[src/include/conv_macros.svh]
`ifndef CONV_MACROS_SVH
`define CONV_MACROS_SVH

// number of multiply-accumulate lanes working in parallel
`define CONV_GROUP_NB 4

// signed sample widths of the image and kernel operands
`define CONV_IMG_WIDTH 8
`define CONV_KER_WIDTH 8

// one memory word holds an image sample above a kernel sample
`define CONV_WORD_WIDTH (`CONV_IMG_WIDTH + `CONV_KER_WIDTH)

// sample memory geometry
`define CONV_MEM_DEPTH 256
`define CONV_MEM_AW 8

`endif

[src/hw/conv_pkg.sv]
`include "conv_macros.svh"

package conv_pkg;

    // accumulator wide enough for one product plus a carry, sums wrap beyond it
    typedef logic signed [`CONV_IMG_WIDTH + `CONV_KER_WIDTH:0] result_t;

    // the APB address is read either as a register index or as a memory word index,
    // bit 11 selects which view applies
    typedef union packed {
        struct packed {
            logic       region;
            logic [4:0] rsvd;
            logic [3:0] idx;
            logic [1:0] lsb;
        } regs;
        struct packed {
            logic                      region;
            logic [8-`CONV_MEM_AW:0]   rsvd;
            logic [`CONV_MEM_AW-1:0]   word;
            logic [1:0]                lsb;
        } mem;
    } apb_addr_u;

endpackage

[src/hw/mac_group.sv]
`timescale 1ns/1ns

`include "conv_macros.svh"

module mac_group import conv_pkg::*; (
    input  logic                                        clk,
    input  logic                                        rst,
    input  logic [`CONV_GROUP_NB*`CONV_IMG_WIDTH-1:0]   img,
    input  logic [`CONV_GROUP_NB*`CONV_KER_WIDTH-1:0]   ker,
    input  logic                                        val,
    input  logic                                        clear,
    output result_t [`CONV_GROUP_NB-1:0]                result
);

    logic [`CONV_GROUP_NB*`CONV_IMG_WIDTH-1:0] img_r;
    logic [`CONV_GROUP_NB*`CONV_KER_WIDTH-1:0] ker_r;
    logic                                      val_r;

    // input register stage in front of all lanes
    always_ff @(posedge clk) begin
        img_r <= img;
        ker_r <= ker;
    end

    always_ff @(posedge clk) begin
        if (rst) begin
            val_r <= 1'b0;
        end else begin
            val_r <= val;
        end
    end

    for (genvar i = 0; i < `CONV_GROUP_NB; i++) begin : g_lane
        mac_unit i_mac_unit (
            .clk    (clk),
            .rst    (rst),
            .img    (img_r[i*`CONV_IMG_WIDTH +: `CONV_IMG_WIDTH]),
            .ker    (ker_r[i*`CONV_KER_WIDTH +: `CONV_KER_WIDTH]),
            .val    (val_r),
            .clear  (clear),
            .result (result[i])
        );
    end

    // sums only move three cycles after a valid step or one cycle after a clear
    a_result_stable: assert property (@(posedge clk) disable iff (rst)
        !$past(val, 3) && !$past(clear, 1) |-> $stable(result));

endmodule

[src/hw/mac_unit.sv]
`timescale 1ns/1ns

`include "conv_macros.svh"

module mac_unit import conv_pkg::*; (
    input  logic                              clk,
    input  logic                              rst,
    input  logic signed [`CONV_IMG_WIDTH-1:0] img,
    input  logic signed [`CONV_KER_WIDTH-1:0] ker,
    input  logic                              val,
    input  logic                              clear,
    output result_t                           result
);

    logic signed [`CONV_IMG_WIDTH + `CONV_KER_WIDTH-1:0] prod_r;
    logic                                                prod_val;
    result_t                                             acc;

    // stage 1 holds the signed product
    always_ff @(posedge clk) begin
        prod_r <= img * ker;
    end

    always_ff @(posedge clk) begin
        if (rst) begin
            prod_val <= 1'b0;
        end else begin
            prod_val <= val;
        end
    end

    // stage 2 accumulates, a clear takes priority over a product arriving at the same time
    always_ff @(posedge clk) begin
        if (rst) begin
            acc <= '0;
        end else if (clear) begin
            acc <= '0;
        end else if (prod_val) begin
            acc <= acc + result_t'(prod_r);
        end
    end

    assign result = acc;

endmodule

[config.mk]
export PLATFORM = sky130hd
export DESIGN_NAME = mac_group
export DESIGN_NICKNAME = d
export VERILOG_FILES = /design/src/hw/conv_pkg.sv /design/src/hw/mac_group.sv /design/src/hw/mac_unit.sv
export VERILOG_INCLUDE_DIRS = /design/src /design/src/include
export SDC_FILE = /design/constraint.sdc
export NUM_CORES = 1
export LEC_CHECK = 0
export ABC_AREA = 1
export BUFFER_PORTS_ARGS = -buffer_cell sky130_fd_sc_hd__buf_2
export CAP_MARGIN = 5
export CELL_PAD_IN_SITES_DETAIL_PLACEMENT = 1
export CELL_PAD_IN_SITES_GLOBAL_PLACEMENT = 2
export CORE_UTILIZATION = 39
export DETAILED_ROUTE_END_ITERATION = 8
export PLACE_DENSITY = 0.91
export SLEW_MARGIN = 0
export SYNTH_ARGS = -nofsm -noshare
export SYNTH_HDL_FRONTEND = slang
export SYNTH_SLANG_ARGS = --single-unit
[constraint.sdc]
create_clock -name clk -period 8.9 [get_ports clk]
set_input_delay 1.335 -clock clk [delete_from_list [all_inputs] [get_ports clk]]
set_output_delay 1.335 -clock clk [all_outputs]
set_load 0.01 [all_outputs]
==> flow_metrics.py <==
metrics = {
    "outcome": {
        "status": "completed",
    },
    "timing": {
        "final.min_clock_period_ns": 4.30,
        "rsz0062_at_grt": "false",
        "final.setup.tns_ns": 0,
        "skew_ns": 0.0122,
        "drv_slew": 0,
        "min_period_over_period_pct": 48.3,
        "finalSetupViolCount": 0,
        "hold_viol_final": 0,
        "fmax_ghz": 0.232,
        "tightest_slew_ns": 0.957,
        "slew_headroom_pct": 36.2,
    },
    "synthesis": {
        "synth_seq_area_share_pct": 20.7,
        "synth_largest_area_cell": "fa_1",
        "syn_area_um2": 19200,
        "synth.avg_cell_area_um2": 7.41,
        "synth_top_area_share_pct": 23.4,
        "yosys-top-cells-area": "fa_1 23%, dfxtp_1 21%, inv_1 13%",
        "synth_cell_types": 34,
        "syn_inst": 2589,
        "synth_seq_cells": 198,
        "syn-num-nets": 3061,
        "yosys_warnings": 0,
    },
    "worst_setup_path": {
        "reg2reg_from": "ker_r[2]$_DFF_P_",
        "cp.arrival_ns": 4.70,
        "path_class": "reg -> reg",
        "required_ns": 9.29,
        "cp-end-kind": "flip-flop",
        "critPathLaunch": "ker_r[2]$_DFF_P_",
        "critPathMaxFanout": 8,
        "startpoint_type": "flip-flop",
    },
    "clock_network": {
        "cts_buffers": 17,
        "cts_tree": "done",
        "post_cts_resized": 0,
        "cts_buffer_depth": 2,
        "hold_buffers": 0,
        "post_cts.repair.setup_buffers": 0,
        "htree_levels": 4,
        "clockRootBuffer": "clkbuf_16",
        "worstSkewPairLatency_ns": 0.49,
        "path_clk_slew_ns": 0.07,
        "clkSinkCount": 198,
    },
    "routing": {
        "met1_length_um": 21600,
        "drcViolationCount": 0,
        "met2WireLength_um": 23400,
        "wl_met3_um": 1200,
        "postRouteAntennaNets": 0,
        "drtIter0Drc": 483,
        "top_layer": "met4",
        "dr.pass1.iters": 8,
        "via_per_inst": 4.63,
        "vias": 15400,
        "wl_per_cell_um": 14.1,
        "drt-total-wl_um": 47000,
    },
    "power_and_ir_drop": {
        "intPower_uw": 2760,
        "p_sw_uw": 2290,
        "ir_drop_v": 0.000134,
        "p_seq_share_pct": 23.4,
        "p_comb_share_pct": 59.7,
        "clockPowerShare_pct": 16.9,
        "fin_total_pwr_uw": 5050,
        "power_leakage_uw": 0.0124,
        "p_sw_share_pct": 45.3,
        "power_density_nw_per_um2": 241,
    },
    "die": {
        "die_h_um": 224,
        "ios": 136,
        "rows": 80,
        "core-area_um2": 48100,
        "start_util_pct": 39.9,
        "design.die.area_um2": 50100,
        "die_w_um": 224,
    },
    "worst_hold_path": {
        "hold_start": "val_r$_SDFF_PP0_",
        "hold_path.class": "reg -> reg",
    },
    "cells_and_area": {
        "num_antenna_cells": 0,
        "fin_nets": 3134,
        "syn2layout_area_growth_pct": 9.38,
        "drive_gt1_share_pct": 7.66,
    },
    "grt": {
        "grt_pass1_wl_um": 81000,
        "grt_usage_pct": 20.2,
        "grt_pass1_vias": 17100,
        "grt_overflow": 0,
        "antenna_found_initial": 1,
        "grt_max_degree": 69,
    },
    "flow_run": {
        "max_cap_violations": 0,
    },
    "placed_design": {
        "portBuffers": 135,
        "dp_hpwl_um": 39200,
        "gp_congestion": 0.854,
    },
}
cell usage after synthesis, drive strengths merged:
cell and instances:
clkbuf 65, clkinv 1, buf 18, nand3b 2, a21oi 96, o211ai 1
nand3 95, or2 13, nand4 10, dfxtp 198, nor2 219, a21o 10
ha 180, fa 224, a211oi 4, nor3 11, o21bai 6, o21ai 57
nand2 588, inv 692, xnor2 40, and2 8, xor2 47, a31oi 4
state kept, by name, indices dropped and copies added, names as in the netlist:
register	flops
g_lane.i_mac_unit.prod_val	1
ker_r	32
img_r	32
val_r	1
g_lane.i_mac_unit.result	68
g_lane.i_mac_unit.prod_r	64
layout make-up:
| class | instances | area, um2 |
|---|---|---|
| Inverter | 693 | 2600 |
| Clock buffer | 20 | 467 |
| Multi-Input combinational cell | 1615 | 12300 |
| Timing Repair Buffer | 137 | 691 |
| Clock inverter | 12 | 165 |
| Sequential cell | 198 | 3970 |
| Tap cell | 656 | 821 |
| Fill cell | 6085 | 27200 |
metrics by stage:
stage / area, um2 / hold slack [ns] / cells / setup slack, ns / util, %
floorplan: 19200 / 0.388 / 2589 / 4.94 / -
global placement: 20400 / 0.381 / 3299 / 4.80 / 42.3
detailed placement: 20400 / 0.393 / 3299 / 4.58 / 42.3
CTS: 21000 / 0.404 / 3331 / 4.58 / 43.6
global route: 21000 / 0.445 / 3331 / 4.29 / 43.6
finish: 21000 / 0.401 / 3331 / 4.60 / 43.6
worst max-delay path, stage by stage (launching register included):
cell	delay, ns
dfxtp_1	0.48
nand2_1	0.19
fa_1	0.77
inv_1	0.11
fa_1	0.49
inv_1	0.05
fa_1	0.51
inv_1	0.06
fa_1	0.45
ha_1	0.36
inv_1	0.05
nor3_1	0.25
nand3_1	0.13
nand4_1	0.12
nand3b_1	0.11
nand2_1	0.05
placed cells by master (no fill, tap or decap), types with 4 or more instances in the layout:
master     synthesis  routed
a21o_1            10      10
a21oi_1           88      88
a21oi_2            8       8
a31oi_1            4       4
and2_1             8       8
buf_2              5     135
clkbuf_16          0      17
dfxtp_1          198     197
fa_1             224     224
ha_1             180     180
inv_1            679     679
inv_2             13      13
nand2_1          585     585
nand3_1           95      95
nand4_1           10      10
nor2_1           219     219
nor3_1            11      11
o21ai_0           22      22
o21ai_1           31      31
o21ai_2            4       4
o21bai_1           6       6
or2_1              9       8
or2_2              4       5
xnor2_1           40      40
xor2_1            47      47
cells by family (layout without fill, tap and decap cells):
kind of cell | count (synthesis) | in the layout | synth area share (%)
buffers and inverters | 776 | 862 | 15.4
DFF | 198 | 198 | 20.7
and+or+nand+nor | 946 | 946 | 19.7
xor gates and xnor gates | 87 | 87 | 3.97
AOI/OAI and AO/OA | 178 | 178 | 5.23
adders and majority gates | 404 | 404 | 35.1
final timing paths:
| kind | slack (ns) | cells past startpoint | to |
|---|---|---|---|
| hold / removal | 0.40 | 2 | g_lane[1].i_mac_unit.prod_val$_SDFF_PP0_ |
| setup reg to reg | 4.60 | 15 | g_lane[0].i_mac_unit.prod_r[15]$_DFF_P_ |
| hold reg to reg | 0.40 | 2 | g_lane[1].i_mac_unit.prod_val$_SDFF_PP0_ |
| setup / recovery | 4.60 | 15 | g_lane[0].i_mac_unit.prod_r[15]$_DFF_P_ |
power by group through the flow:
| stage | sequential [uW] | clock, uW | combinational (uW) |
|---|---|---|---|
| floorplan | 1140 | 0 | 2420 |
| global placement | 1200 | 0 | 2910 |
| detailed placement | 1210 | 0 | 3060 |
| CTS | 1190 | 894 | 3080 |
| global route | 1200 | 920 | 3530 |
| finish | 1180 | 855 | 3010 |
routing by layer:
metal / vias to the layer above / track usage (%)
met2: 151 / 36.3
met1: 7547 / 24.8
met3: 42 / 3.10
li1: 7687 / -
met4: 0 / 6.03
met5: - / 0
(Power assumes the default switching activity.)
