**config.mk**
```make
export PLATFORM = sky130hd
export DESIGN_NAME = apb_regs_flat
export DESIGN_NICKNAME = d
export VERILOG_FILES = /design/src/hw/conv_pkg.sv /design/src/hw/mem_bus_if.sv /design/src/hw/apb_regs.sv /design/src/flat_wrapper.sv
export VERILOG_INCLUDE_DIRS = /design/src /design/src/include
export SDC_FILE = /design/constraint.sdc
export NUM_CORES = 1
export LEC_CHECK = 0
export ABC_AREA = 1
export BUFFER_PORTS_ARGS = -buffer_cell sky130_fd_sc_hd__buf_2
export CELL_PAD_IN_SITES_DETAIL_PLACEMENT = 0
export CELL_PAD_IN_SITES_GLOBAL_PLACEMENT = 1
export CORE_MARGIN = 2
export CORE_UTILIZATION = 18
export DETAILED_ROUTE_END_ITERATION = 10
export HOLD_SLACK_MARGIN = 0.15
export PLACE_DENSITY = 0.77
export REMOVE_ABC_BUFFERS = 1
export SLEW_MARGIN = 20
export SYNTH_ARGS = -nofsm -noshare
export SYNTH_HDL_FRONTEND = slang
export SYNTH_SLANG_ARGS = --single-unit
```
**constraint.sdc**
```tcl
create_clock -name clk -period 1.9 [get_ports clk]
set_input_delay 0 -clock clk [delete_from_list [all_inputs] [get_ports clk]]
set_output_delay 0 -clock clk [all_outputs]
set_load 0.01 [all_outputs]
```
**src/include/conv_macros.svh**
```systemverilog
`ifndef CONV_MACROS_SVH
`define CONV_MACROS_SVH

// number of multiply-accumulate lanes working in parallel
`define CONV_GROUP_NB 4

// signed sample widths of the image and kernel operands
`define CONV_IMG_WIDTH 8
`define CONV_KER_WIDTH 8

// one memory word holds an image sample above a kernel sample
`define CONV_WORD_WIDTH (`CONV_IMG_WIDTH + `CONV_KER_WIDTH)

// sample memory geometry
`define CONV_MEM_DEPTH 256
`define CONV_MEM_AW 8

`endif

```
**src/hw/conv_pkg.sv**
```systemverilog
`include "conv_macros.svh"

package conv_pkg;

    // accumulator wide enough for one product plus a carry, sums wrap beyond it
    typedef logic signed [`CONV_IMG_WIDTH + `CONV_KER_WIDTH:0] result_t;

    // the APB address is read either as a register index or as a memory word index,
    // bit 11 selects which view applies
    typedef union packed {
        struct packed {
            logic       region;
            logic [4:0] rsvd;
            logic [3:0] idx;
            logic [1:0] lsb;
        } regs;
        struct packed {
            logic                      region;
            logic [8-`CONV_MEM_AW:0]   rsvd;
            logic [`CONV_MEM_AW-1:0]   word;
            logic [1:0]                lsb;
        } mem;
    } apb_addr_u;

endpackage

```
**src/hw/mem_bus_if.sv**
```systemverilog
`timescale 1ns/1ns

`include "conv_macros.svh"

interface mem_bus_if;

    logic                        req;
    logic                        we;
    logic [`CONV_MEM_AW-1:0]     addr;
    logic [`CONV_WORD_WIDTH-1:0] wdata;
    logic                        gnt;
    logic [`CONV_WORD_WIDTH-1:0] rdata;

    // a requester holds req and its payload until gnt comes back
    modport requester (output req, we, addr, wdata, input gnt, rdata);

    // gnt is decided in the same cycle, rdata follows one cycle after a read grant
    modport arbiter (input req, we, addr, wdata, output gnt, rdata);

endinterface

```
**src/hw/apb_regs.sv**
```systemverilog
`timescale 1ns/1ns

`include "conv_macros.svh"

module apb_regs import conv_pkg::*; (
    input  logic                         clk,
    input  logic                         rst,
    input  logic [11:0]                  paddr,
    input  logic                         psel,
    input  logic                         penable,
    input  logic                         pwrite,
    input  logic [31:0]                  pwdata,
    output logic [31:0]                  prdata,
    output logic                         pready,
    output logic                         pslverr,
    mem_bus_if.requester                 mem,
    output logic                         start,
    output logic                         clear,
    output logic [8:0]                   len,
    input  logic                         busy,
    input  logic                         done,
    input  result_t [`CONV_GROUP_NB-1:0] results
);

    apb_addr_u addr;
    logic      access;
    logic      is_mem;
    logic      reg_wr;
    logic      ctrl_wr;
    logic      unmapped;
    logic      wr_done;
    logic      done_r;

    assign addr    = paddr;
    assign access  = psel && penable;
    assign is_mem  = addr.regs.region;
    assign reg_wr  = access && !is_mem && pwrite;
    assign ctrl_wr = reg_wr && (addr.regs.idx == 4'd0) && !busy;

    // index 3 and anything past the last result register decode to nothing
    assign unmapped = (addr.regs.idx == 4'd3) ||
                      (addr.regs.idx >= 4'(4 + `CONV_GROUP_NB));

    // memory writes wait for the arbiter, everything else ends in its first access cycle
    assign mem.req   = access && is_mem && pwrite && !wr_done;
    assign mem.we    = 1'b1;
    assign mem.addr  = addr.mem.word;
    assign mem.wdata = pwdata[`CONV_WORD_WIDTH-1:0];

    assign pready  = wr_done || (access && !(is_mem && pwrite));
    assign pslverr = access && (is_mem ? !pwrite : unmapped);

    always_ff @(posedge clk) begin
        if (rst) begin
            wr_done <= 1'b0;
            start   <= 1'b0;
            clear   <= 1'b0;
            len     <= '0;
            done_r  <= 1'b0;
        end else begin
            wr_done <= mem.gnt;
            start   <= ctrl_wr && pwdata[0];
            clear   <= ctrl_wr && pwdata[1];
            if (reg_wr && addr.regs.idx == 4'd2) begin
                len <= pwdata[8:0];
            end
            // done stays up until the next accepted start
            if (ctrl_wr && pwdata[0]) begin
                done_r <= 1'b0;
            end else if (done) begin
                done_r <= 1'b1;
            end
        end
    end

    always_comb begin
        prdata = '0;
        if (!is_mem) begin
            if (addr.regs.idx == 4'd1) begin
                prdata = {30'd0, done_r, busy};
            end else if (addr.regs.idx == 4'd2) begin
                prdata = {23'd0, len};
            end
            for (int k = 0; k < `CONV_GROUP_NB; k++) begin
                if (addr.regs.idx == 4'(4 + k)) begin
                    prdata = 32'(results[k]);
                end
            end
        end
    end

    a_pready_in_access: assert property (@(posedge clk) disable iff (rst)
        pready |-> psel && penable);

endmodule

```
**src/flat_wrapper.sv**
```systemverilog
// flat-port wrapper written by rule: the top's interface ports become plain ports
module apb_regs_flat import conv_pkg::*;
  (clk, rst, paddr, psel, penable, pwrite, pwdata, prdata, pready, pslverr, start, clear, len, busy, done, results, mem_req, mem_we, mem_addr, mem_wdata, mem_gnt, mem_rdata);
  mem_bus_if mem_i ();
  input  logic clk;
  input  logic rst;
  input  logic [11:0] paddr;
  input  logic psel;
  input  logic penable;
  input  logic pwrite;
  input  logic [31:0] pwdata;
  output logic [31:0] prdata;
  output logic pready;
  output logic pslverr;
  output logic start;
  output logic clear;
  output logic [8:0] len;
  input  logic busy;
  input  logic done;
  input  result_t [`CONV_GROUP_NB-1:0] results;
  output wire logic [$bits(mem_i.req)-1:0] mem_req;
  output wire logic [$bits(mem_i.we)-1:0] mem_we;
  output wire logic [$bits(mem_i.addr)-1:0] mem_addr;
  output wire logic [$bits(mem_i.wdata)-1:0] mem_wdata;
  input wire logic [$bits(mem_i.gnt)-1:0] mem_gnt;
  input wire logic [$bits(mem_i.rdata)-1:0] mem_rdata;
  assign mem_req = mem_i.req;
  assign mem_we = mem_i.we;
  assign mem_addr = mem_i.addr;
  assign mem_wdata = mem_i.wdata;
  assign mem_i.gnt = mem_gnt;
  assign mem_i.rdata = mem_rdata;
  apb_regs u_core (.clk(clk), .rst(rst), .paddr(paddr), .psel(psel), .penable(penable), .pwrite(pwrite), .pwdata(pwdata), .prdata(prdata), .pready(pready), .pslverr(pslverr), .mem(mem_i), .start(start), .clear(clear), .len(len), .busy(busy), .done(done), .results(results));
endmodule
```
==> impl_metrics.yaml <==
synth:
  yosysTopAreaCell: "buf_4"
  yosys-top-cells-area: "buf_4 (19%), dfxtp_1 (16%), nand3_1 (16%)"
  synthXorXnorAreaFrac: 0
  synth.top_cell.area_share: 0.193
  synth_top_cells_by_count: "nand3_1 (51), nand2_1 (50), nor2_1 (43), buf_4 (41), o21ai_0 (18)"
  synthSimpleGateAreaFrac: 0.460
  synth-edff-count: 0
  synth_top_family_by_area: "simple AND/OR/NAND/NOR gates"
  syn_area_um2: 1590
  async_flop_share: 0
  netlist_instances: 275
  seq_area_frac_synth: 0.164
  yosysWarnings: 0
  synth-compound-area-share: 0.107
  synth_seq_cells: 13
  yosysMostFrequentCell: "nand3_1"
  syn_avg_cell_area_um2: 5.79
  ys.flop_type: "dfxtp_1"
  synthAdderAreaFrac: 0
  synth.area.mux_share: 0
  yosys.cell_types.count: 25
layout:
  n_antenna_cell: 0
  final_area_um2: 2500
  postLayoutCoreUtil: 0.290
  drive_above_1_share: 0.408
  nets: 551
  synthToLayoutAreaGrowth_pct: 57.3
power_and_ir_drop:
  combPwrFrac: 0.410
  p_int_mw: 0.598
  p_per_area_nw_per_um2: 351
  fin_total_pwr_mw: 0.878
  leakage_nw: 1.43
  swShare: 0.319
  switchingPower_mw: 0.281
  p_seq_frac: 0.317
  peakVddDrop_uv: 317
  pwr-share-clk: 0.273
drt:
  routed.top_layer: "met4"
  dr_wl_met2_mm: 3.24
  wl_per_cell_um: 13.0
  post-route-drc-count: 0
  wl_met1_mm: 3.05
  initialDrtViolationCount: 63
  first_pass_iters: 4
  ant_nets: 0
  wl_met3_um: 446
  via_per_inst: 4.18
  via_count: 2182
  routed_wirelength_mm: 6.76
sta:
  skew_ns: 0
  period_minus_slack_ns: 1.46
  period_share: 0.766
  slew_violations: 0
  fin_tns_setup_ns: 0
  max_freq_ghz: 0.687
  grt_setup_unrepaired: "no"
  finalSetupViolations: 0
  hold_viol: 0
  hold-worst-slack_ns: 0.238
worst_setup_path:
  required_ns: 2.04
  crit_buf_inv: 4
  r2r_cells: 5
  start_kind: "primary input"
  cp_max_fo: 8
  cp-end-kind: "register"
  critPathArrivalTime_ns: 1.60
  crit_type: "in -> reg"
  cp_slowest_cell: "dlygate4sd3_1"
  critical_path.cell_chain: "buf_2 > nor2_4 > inv_1 > nor3b_1 > nand3_1 > nand2_1 > dlygate4sd3_1 > inv_1"
  cp_top_family: "buffers and inverters"
  cp_common_cell: "inv_1"
  cpPeakStageDelay_ns: 0.54
  r2r_slack_ns: 0.72
  crit_cells: 8
floorplanning:
  die_w_um: 98.0
  die_y_um: 98.0
  core-area_um2: 8640
  dieArea_um2: 9610
  rows: 34
  io-pin-count: 207
  start_util: 0.184
cts:
  htreeDepth: 1
  clkSinkCount: 13
  insertion_delay_ns: 0.24
  cts_tree: "done"
  cts_resized: 0
  cts_buffers: 3
  clk_pin_slew_ns: 0.05
  root_buffer: "clkbuf_8"
  cts_buffer_depth: 2
place:
  port-buffer-count: 148
  placed_area_um2: 2190
  hpwl_mm: 5.41
  place.gp.congestion: 0.770
worst_hold_path:
  hold_depth: 2
  min_path_type: "in -> out"
global_routing:
  grtUsageTotal: 0.132
  grt_pass1_wl_mm: 10.3
  grt_overflow: 0
  grt_pass1_vias: 2032
  grt_max_degree: 19
  antenna_found_initial: 0
run_status:
  status: "completed"
job:
  maxCapViolCount: 0
[stage by stage]
step                      instances  worst slack, ns
after floorplan                 224           -0.769
after global placement          491            0.550
after detailed placement        491            0.523
after CTS                       522            0.431
after global routing            522            0.340
final                           522            0.445
[timing repair]
| action | in CTS | in global routing |
|---|---|---|
| endpoints found under the hold margin | 24 | 0 |
| hold buffers | 27 | 0 |
| buffers inserted | 0 | 0 |
[layout by cell type (no fill, tap or decap), types with 3 or more instances in the layout]
cell	count
nand2_1	50
inv_1	15
nand3_1	51
nor2_1	43
dfxtp_1	13
buf_2	148
o21ai_1	3
o21ai_0	18
buf_4	11
or2_0	5
dlygate4sd3_1	27
clkbuf_8	3
a21oi_1	10
[flip-flops by register name, indices dropped and copies added, names as in the netlist]
signal,count
u_core.wr_done,1
u_core.done_r,1
u_core.start,1
u_core.clear,1
u_core.len,9
[metal layers]
layer,vias up,GRT usage
met5,-,0
met4,0,0.0256
met3,2,0.0222
li1,1132,-
met2,91,0.229
met1,957,0.174
[power groups by stage]
stage	Combinational (mW)	Clock [mW]	Sequential, mW
CTS	0.364	0.250	0.279
floorplan	0.112	0	0.284
finish	0.360	0.240	0.279
global placement	0.309	0	0.284
detailed placement	0.312	0	0.284
global route	0.398	0.263	0.279
[kinds of logic after synthesis]
family	Yosys count
flops	13
buf+inv	68
compound gates	33
simple gates	160
other cells	1
[worst register-to-register path, cell delays in order, from the launching register on]
cell and delay, ns:
dfxtp_1 0.31, nor2_1 0.10, nor2_1 0.04, nand2_1 0.05, dlygate4sd3_1 0.54, inv_1 0.04
[path summary, 6_finish.rpt]
kind / startpoint / to
worst max-delay path: paddr[2] / u_core.done_r
worst min-delay path: paddr[4] / mem_addr[2]
worst max register to register: u_core.done_r / u_core.done_r
worst min register to register: u_core.len[0] / u_core.len[0]
[final cells by class]
cell class,instances,area (um^2)
clock buffers,4,45.0
fillers,979,6130
inverters,17,63.8
multi-input cells,194,906
flip-flops and latches,13,260
well taps,108,135
repair buffers,186,1090
No activity file was read; power rests on OpenSTA's default activity.
