## src/include/conv_macros.svh

```systemverilog
`ifndef CONV_MACROS_SVH
`define CONV_MACROS_SVH

// number of multiply-accumulate lanes working in parallel
`define CONV_GROUP_NB 4

// signed sample widths of the image and kernel operands
`define CONV_IMG_WIDTH 8
`define CONV_KER_WIDTH 8

// one memory word holds an image sample above a kernel sample
`define CONV_WORD_WIDTH (`CONV_IMG_WIDTH + `CONV_KER_WIDTH)

// sample memory geometry
`define CONV_MEM_DEPTH 256
`define CONV_MEM_AW 8

`endif

```

## src/hw/mem_bus_if.sv

```systemverilog
`timescale 1ns/1ns

`include "conv_macros.svh"

interface mem_bus_if;

    logic                        req;
    logic                        we;
    logic [`CONV_MEM_AW-1:0]     addr;
    logic [`CONV_WORD_WIDTH-1:0] wdata;
    logic                        gnt;
    logic [`CONV_WORD_WIDTH-1:0] rdata;

    // a requester holds req and its payload until gnt comes back
    modport requester (output req, we, addr, wdata, input gnt, rdata);

    // gnt is decided in the same cycle, rdata follows one cycle after a read grant
    modport arbiter (input req, we, addr, wdata, output gnt, rdata);

endinterface

```

## src/hw/lane_feeder.sv

```systemverilog
`timescale 1ns/1ns

`include "conv_macros.svh"

module lane_feeder (
    input  logic                                      clk,
    input  logic                                      rst,
    input  logic                                      start,
    input  logic                                      clear,
    input  logic [8:0]                                len,
    mem_bus_if.requester                              mem,
    output logic [`CONV_GROUP_NB*`CONV_IMG_WIDTH-1:0] lane_img,
    output logic [`CONV_GROUP_NB*`CONV_KER_WIDTH-1:0] lane_ker,
    output logic                                      lane_val,
    output logic                                      acc_clear,
    output logic                                      busy,
    output logic                                      done_pulse
);

    localparam int N  = `CONV_GROUP_NB;
    localparam int IW = $clog2(N);
    localparam int CW = IW + 1;

    localparam logic [1:0] S_IDLE  = 2'd0;
    localparam logic [1:0] S_FETCH = 2'd1;
    localparam logic [1:0] S_ISSUE = 2'd2;
    localparam logic [1:0] S_DRAIN = 2'd3;

    logic [1:0]              state;
    logic [CW-1:0]           req_cnt;
    logic                    rd_valid;
    logic [IW-1:0]           rd_idx;
    logic [`CONV_MEM_AW-1:0] addr_r;
    logic [8:0]              step;
    logic [1:0]              drain_cnt;

    // words for the lanes of the current step are requested back to back
    assign mem.req   = (state == S_FETCH) && (req_cnt != CW'(N));
    assign mem.we    = 1'b0;
    assign mem.addr  = addr_r;
    assign mem.wdata = '0;

    assign lane_val = (state == S_ISSUE);
    assign busy     = (state != S_IDLE);

    always_ff @(posedge clk) begin
        if (rst) begin
            state      <= S_IDLE;
            req_cnt    <= '0;
            rd_valid   <= 1'b0;
            addr_r     <= '0;
            step       <= '0;
            drain_cnt  <= '0;
            done_pulse <= 1'b0;
            acc_clear  <= 1'b0;
        end else begin
            acc_clear  <= clear;
            done_pulse <= 1'b0;
            rd_valid   <= mem.gnt;
            if (mem.gnt) begin
                addr_r  <= addr_r + 1'b1;
                req_cnt <= req_cnt + 1'b1;
            end
            case (state)
                S_IDLE: begin
                    if (start) begin
                        addr_r    <= '0;
                        step      <= '0;
                        req_cnt   <= '0;
                        drain_cnt <= '0;
                        state     <= (len == '0) ? S_DRAIN : S_FETCH;
                    end
                end
                S_FETCH: begin
                    if (rd_valid && rd_idx == IW'(N - 1)) begin
                        state <= S_ISSUE;
                    end
                end
                S_ISSUE: begin
                    step    <= step + 1'b1;
                    req_cnt <= '0;
                    if (step == len - 9'd1) begin
                        drain_cnt <= '0;
                        state     <= S_DRAIN;
                    end else begin
                        state <= S_FETCH;
                    end
                end
                default: begin
                    // let the last step run through the three MAC stages
                    drain_cnt <= drain_cnt + 1'b1;
                    if (drain_cnt == 2'd2) begin
                        state      <= S_IDLE;
                        done_pulse <= 1'b1;
                    end
                end
            endcase
        end
    end

    always_ff @(posedge clk) begin
        if (mem.gnt) begin
            rd_idx <= req_cnt[IW-1:0];
        end
        if (rd_valid) begin
            lane_img[rd_idx*`CONV_IMG_WIDTH +: `CONV_IMG_WIDTH] <=
                mem.rdata[`CONV_WORD_WIDTH-1 -: `CONV_IMG_WIDTH];
            lane_ker[rd_idx*`CONV_KER_WIDTH +: `CONV_KER_WIDTH] <=
                mem.rdata[`CONV_KER_WIDTH-1:0];
        end
    end

    // a read request and its address stay put until the arbiter grants them
    a_req_held: assert property (@(posedge clk) disable iff (rst)
        mem.req && !mem.gnt |=> mem.req && $stable(mem.addr));

endmodule

```

## src/flat_wrapper.sv

```systemverilog
// flat-port wrapper written by rule: the top's interface ports become plain ports
module lane_feeder_flat 
  (clk, rst, start, clear, len, lane_img, lane_ker, lane_val, acc_clear, busy, done_pulse, mem_req, mem_we, mem_addr, mem_wdata, mem_gnt, mem_rdata);
  mem_bus_if mem_i ();
  input  logic clk;
  input  logic rst;
  input  logic start;
  input  logic clear;
  input  logic [8:0] len;
  output logic [`CONV_GROUP_NB*`CONV_IMG_WIDTH-1:0] lane_img;
  output logic [`CONV_GROUP_NB*`CONV_KER_WIDTH-1:0] lane_ker;
  output logic lane_val;
  output logic acc_clear;
  output logic busy;
  output logic done_pulse;
  output wire logic [$bits(mem_i.req)-1:0] mem_req;
  output wire logic [$bits(mem_i.we)-1:0] mem_we;
  output wire logic [$bits(mem_i.addr)-1:0] mem_addr;
  output wire logic [$bits(mem_i.wdata)-1:0] mem_wdata;
  input wire logic [$bits(mem_i.gnt)-1:0] mem_gnt;
  input wire logic [$bits(mem_i.rdata)-1:0] mem_rdata;
  assign mem_req = mem_i.req;
  assign mem_we = mem_i.we;
  assign mem_addr = mem_i.addr;
  assign mem_wdata = mem_i.wdata;
  assign mem_i.gnt = mem_gnt;
  assign mem_i.rdata = mem_rdata;
  lane_feeder u_core (.clk(clk), .rst(rst), .start(start), .clear(clear), .len(len), .mem(mem_i), .lane_img(lane_img), .lane_ker(lane_ker), .lane_val(lane_val), .acc_clear(acc_clear), .busy(busy), .done_pulse(done_pulse));
endmodule
```

## config.mk

```make
export PLATFORM = sky130hd
export DESIGN_NAME = lane_feeder_flat
export DESIGN_NICKNAME = d
export VERILOG_FILES = /design/src/hw/mem_bus_if.sv /design/src/hw/lane_feeder.sv /design/src/flat_wrapper.sv
export VERILOG_INCLUDE_DIRS = /design/src /design/src/include
export SDC_FILE = /design/constraint.sdc
export NUM_CORES = 1
export LEC_CHECK = 0
export BUFFER_PORTS_ARGS = -buffer_cell sky130_fd_sc_hd__buf_2
export CORE_ASPECT_RATIO = 1.1
export CORE_UTILIZATION = 35
export CTS_CLUSTER_DIAMETER = 30
export DETAILED_ROUTE_END_ITERATION = 12
export HOLD_SLACK_MARGIN = 0.15
export PLACE_DENSITY = 0.58
export SETUP_SLACK_MARGIN = 0.4
export SKIP_LAST_GASP = 1
export SYNTH_ARGS = -nofsm -noshare
export SYNTH_HDL_FRONTEND = slang
export SYNTH_SLANG_ARGS = --single-unit
```

## constraint.sdc

```tcl
create_clock -name clk -period 2.9 [get_ports clk]
set_input_delay 0.58 -clock clk [delete_from_list [all_inputs] [get_ports clk]]
set_output_delay 0.58 -clock clk [all_outputs]
set_load 0.02 [all_outputs]
```

==> run metrics <==
gr usage total 14.80%; non-filler instance count after layout 626; # nets final 516; Worst-path clk slew 70 ps; Rel. slew slack 38.19%; largest net degree at the start of global routing 17; DPL Wire Length 6.419 mm; P_int 2518 uW; antenna violations before repair 0; number of synthesized flops with an enable pin 66; Slew @ Worst Pin 923.1 ps; clock latency on the worst-skew pair 340 ps; R2R Path End u_core.lane_img[3]$_DFFE_PP_; # hold bufs at CTS 0; fraction of registers with async set/reset 0%; Layout area overhead 23.28%; NetSw 987.3 uW; WL final 8.998 mm; Pwr Density 668.1 nW/um^2; Final Wtd Congestion 0.7581; setup slack, reg-to-reg 770 ps; H-tree depth 3; Placed Cells 610; Final Hold Slack 461.2 ps; WL/cell 14.37 um; final setup vio count 0; CP Max Fanout 8; FF-to-FF Start u_core.rd_idx[0]$_DFFE_PP_; Hold Path Class primary input to flip-flop; Detailed Routing Iterations Pass 1 4; Hold Path Depth 2; DP Worst Slack 419.3 ps; Die X 107.1 um; Worst Setup Path Type primary input to flip-flop; CP required 3110 ps; first-pass GRT wire length 14.28 mm; vias 2904; crit end category flip-flop; WP data arrival 2340 ps; Switching Fraction 28.16%; maxcap violations 0; die area 12610 sq um; footprint of the multi-input gates 1594 sq um; Yosys reg bits 93; register area 2522 sq um; crit start category primary input; Tot Pwr 3506 uW; VDD IR max 0.3853 mV; Reg2Reg Depth 4; root buf cell clkbuf_16; ys flop type edfxtp_1; die height 117.7 um; final period utilization 73.60%; port bufs 106; Final Hold Viols 0; Initial Utilization 36.55%; DR iter-0 viols 77; mapped cell area 4257 sq um; Mapped Cells 360; Final Max Slew Viols 0; Setup Skew 7.317 ps; Clock Tree Buf Depth 2; clock sinks 93; register share of total power 44.4%; Leak Pwr 0.002187 uW; Core Area 11640 sq um; Post-CTS Resized 0; slack of the critical path 765.7 ps; CTS tree yes; DRC violations left 0; syn_area_per_cell 11.82 sq um; setup tns final 0 ps; minimum clock period 2134 ps; Vias/cell 4.639; Ys Warns 0; sequential share of the synthesized area 59.26%; ANT nets after route 0; fraction of layout cells with a size suffix above 1 28.57%; vias in the first global route 2819; clock power share 36.0%; Hold EP u_core.acc_clear$_SDFF_PP0_; fill cell count 1133; RSZ-0062 raised after global routing false; CP Launch Point len[0]; number of diodes 0; post-CTS setup buffers 0; total CTS buffers 9; outcome finished, final reports clean; combinational power share 19.6%; hold path start clear; Fmax achieved 468.5 MHz; grt total ovfl 0; # rows 41; Unique masters post-synth 46; I/O pins 124
## stage by stage
stage / area [sq um] / util (%)
floorplan: 4317 / -
global placement: 4925 / 42.29
detailed placement: 4925 / 42.29
CTS: 5248 / 45.06
global route: 5248 / 45.06
finish: 5248 / 45.06
## synth_stat cells (2+ instances only)
master    count  share of area, %
buf_2         2              0.24
ha_1         15               4.4
a31oi_1       3              0.44
or3_1         3              0.44
o21ai_0      10               1.2
xnor2_1       8               1.6
nor3_1        5              0.59
mux2i_1       4              0.94
nor3b_1       3              0.53
buf_4        17               3.0
edfxtp_1     66                47
nor2b_1       4              0.59
dfxtp_1      27                13
nand3_1       3              0.35
and3_1        2              0.29
nor2_1       26               2.3
clkbuf_1      8              0.71
nand2_1      15               1.3
xor2_1       16               3.3
nand4_1       5              0.73
inv_1        14               1.2
and2_1       67               9.8
a211oi_1      2              0.35
or4_1         3              0.53
a21oi_1      11               1.3
## kinds of logic after synthesis
logic type | share of synthesized area (%)
and+or+nand+nor | 19.78
DFF | 59.26
buffers and inverters | 5.173
AOI/OAI and AO/OA | 5.409
xor gates and xnor gates | 4.938
adders and majority gates | 4.409
muxes | 0.9407
other | 0.08810
## routing by layer
metal  part of all wire, %  track usage, %  vias to the layer above
li1                      -               -                     1440
met1                    43           17.37                     1368
met2                    49           25.69                       90
met3                   6.9           4.374                        6
met4                   1.1           4.623                        0
met5                     0               0                        -
## worst max path at each step
stage	depth (start not counted)	endpoint	slack (ps)
after floorplan	7	u_core.state[1]$_SDFFE_PP0P_	740
after global routing	6	u_core.step[5]$_SDFFE_PP0P_	570
final	8	u_core.drain_cnt[0]$_SDFFE_PP0P_	770
after CTS	4	u_core.lane_img[3]$_DFFE_PP_	730
after global placement	8	u_core.drain_cnt[1]$_SDFFE_PP0P_	520
after detailed placement	8	u_core.drain_cnt[0]$_SDFFE_PP0P_	420
## sequential cells by signal (all words and copies together) (netlist names)
name	count
u_core.rd_idx	2
u_core.lane_img	32
u_core.rd_valid	1
u_core.req_cnt	3
u_core.acc_clear	1
u_core.step	9
u_core.mem.addr	8
u_core.lane_ker	32
u_core.drain_cnt	2
u_core.done_pulse	1
u_core.state	2
## power groups by stage
stage | clock network [uW] | registers [uW] | logic, uW
floorplan | 0 | 1610 | 472
global placement | 0 | 1580 | 683
detailed placement | 0 | 1580 | 699
CTS | 1300 | 1560 | 701
global route | 1350 | 1560 | 780
finish | 1260 | 1560 | 688
## layout make-up
type | instances | area share, %
Clock inverter | 7 | 1.860
Inverter | 14 | 1.001
Timing Repair Buffer | 111 | 10.82
Multi-Input combinational cell | 242 | 30.38
Sequential cell | 93 | 48.07
Tap cell | 150 | 3.577
Clock buffer | 9 | 4.292
## layout by cell type, fill, tap and decap left out, types with 4 or more instances in the layout
cell type,instances
xnor2_1,8
xor2_1,16
nor3_1,4
inv_1,14
dfxtp_1,27
nor2b_1,4
mux2i_1,4
conb_1,17
nand4_1,5
o21ai_0,10
buf_4,5
buf_2,106
and2_1,67
nor2_1,26
a21oi_1,11
clkbuf_16,9
edfxtp_1,66
nand2_1,15
ha_1,15
## worst max-delay path: stages
cell     delay [ps]
buf_2           130
inv_1            60
ha_1            210
nor3b_4         350
or3b_1          390
o32a_1          300
a22oi_2         200
a31oi_1         110
(Power assumes the default switching activity.)
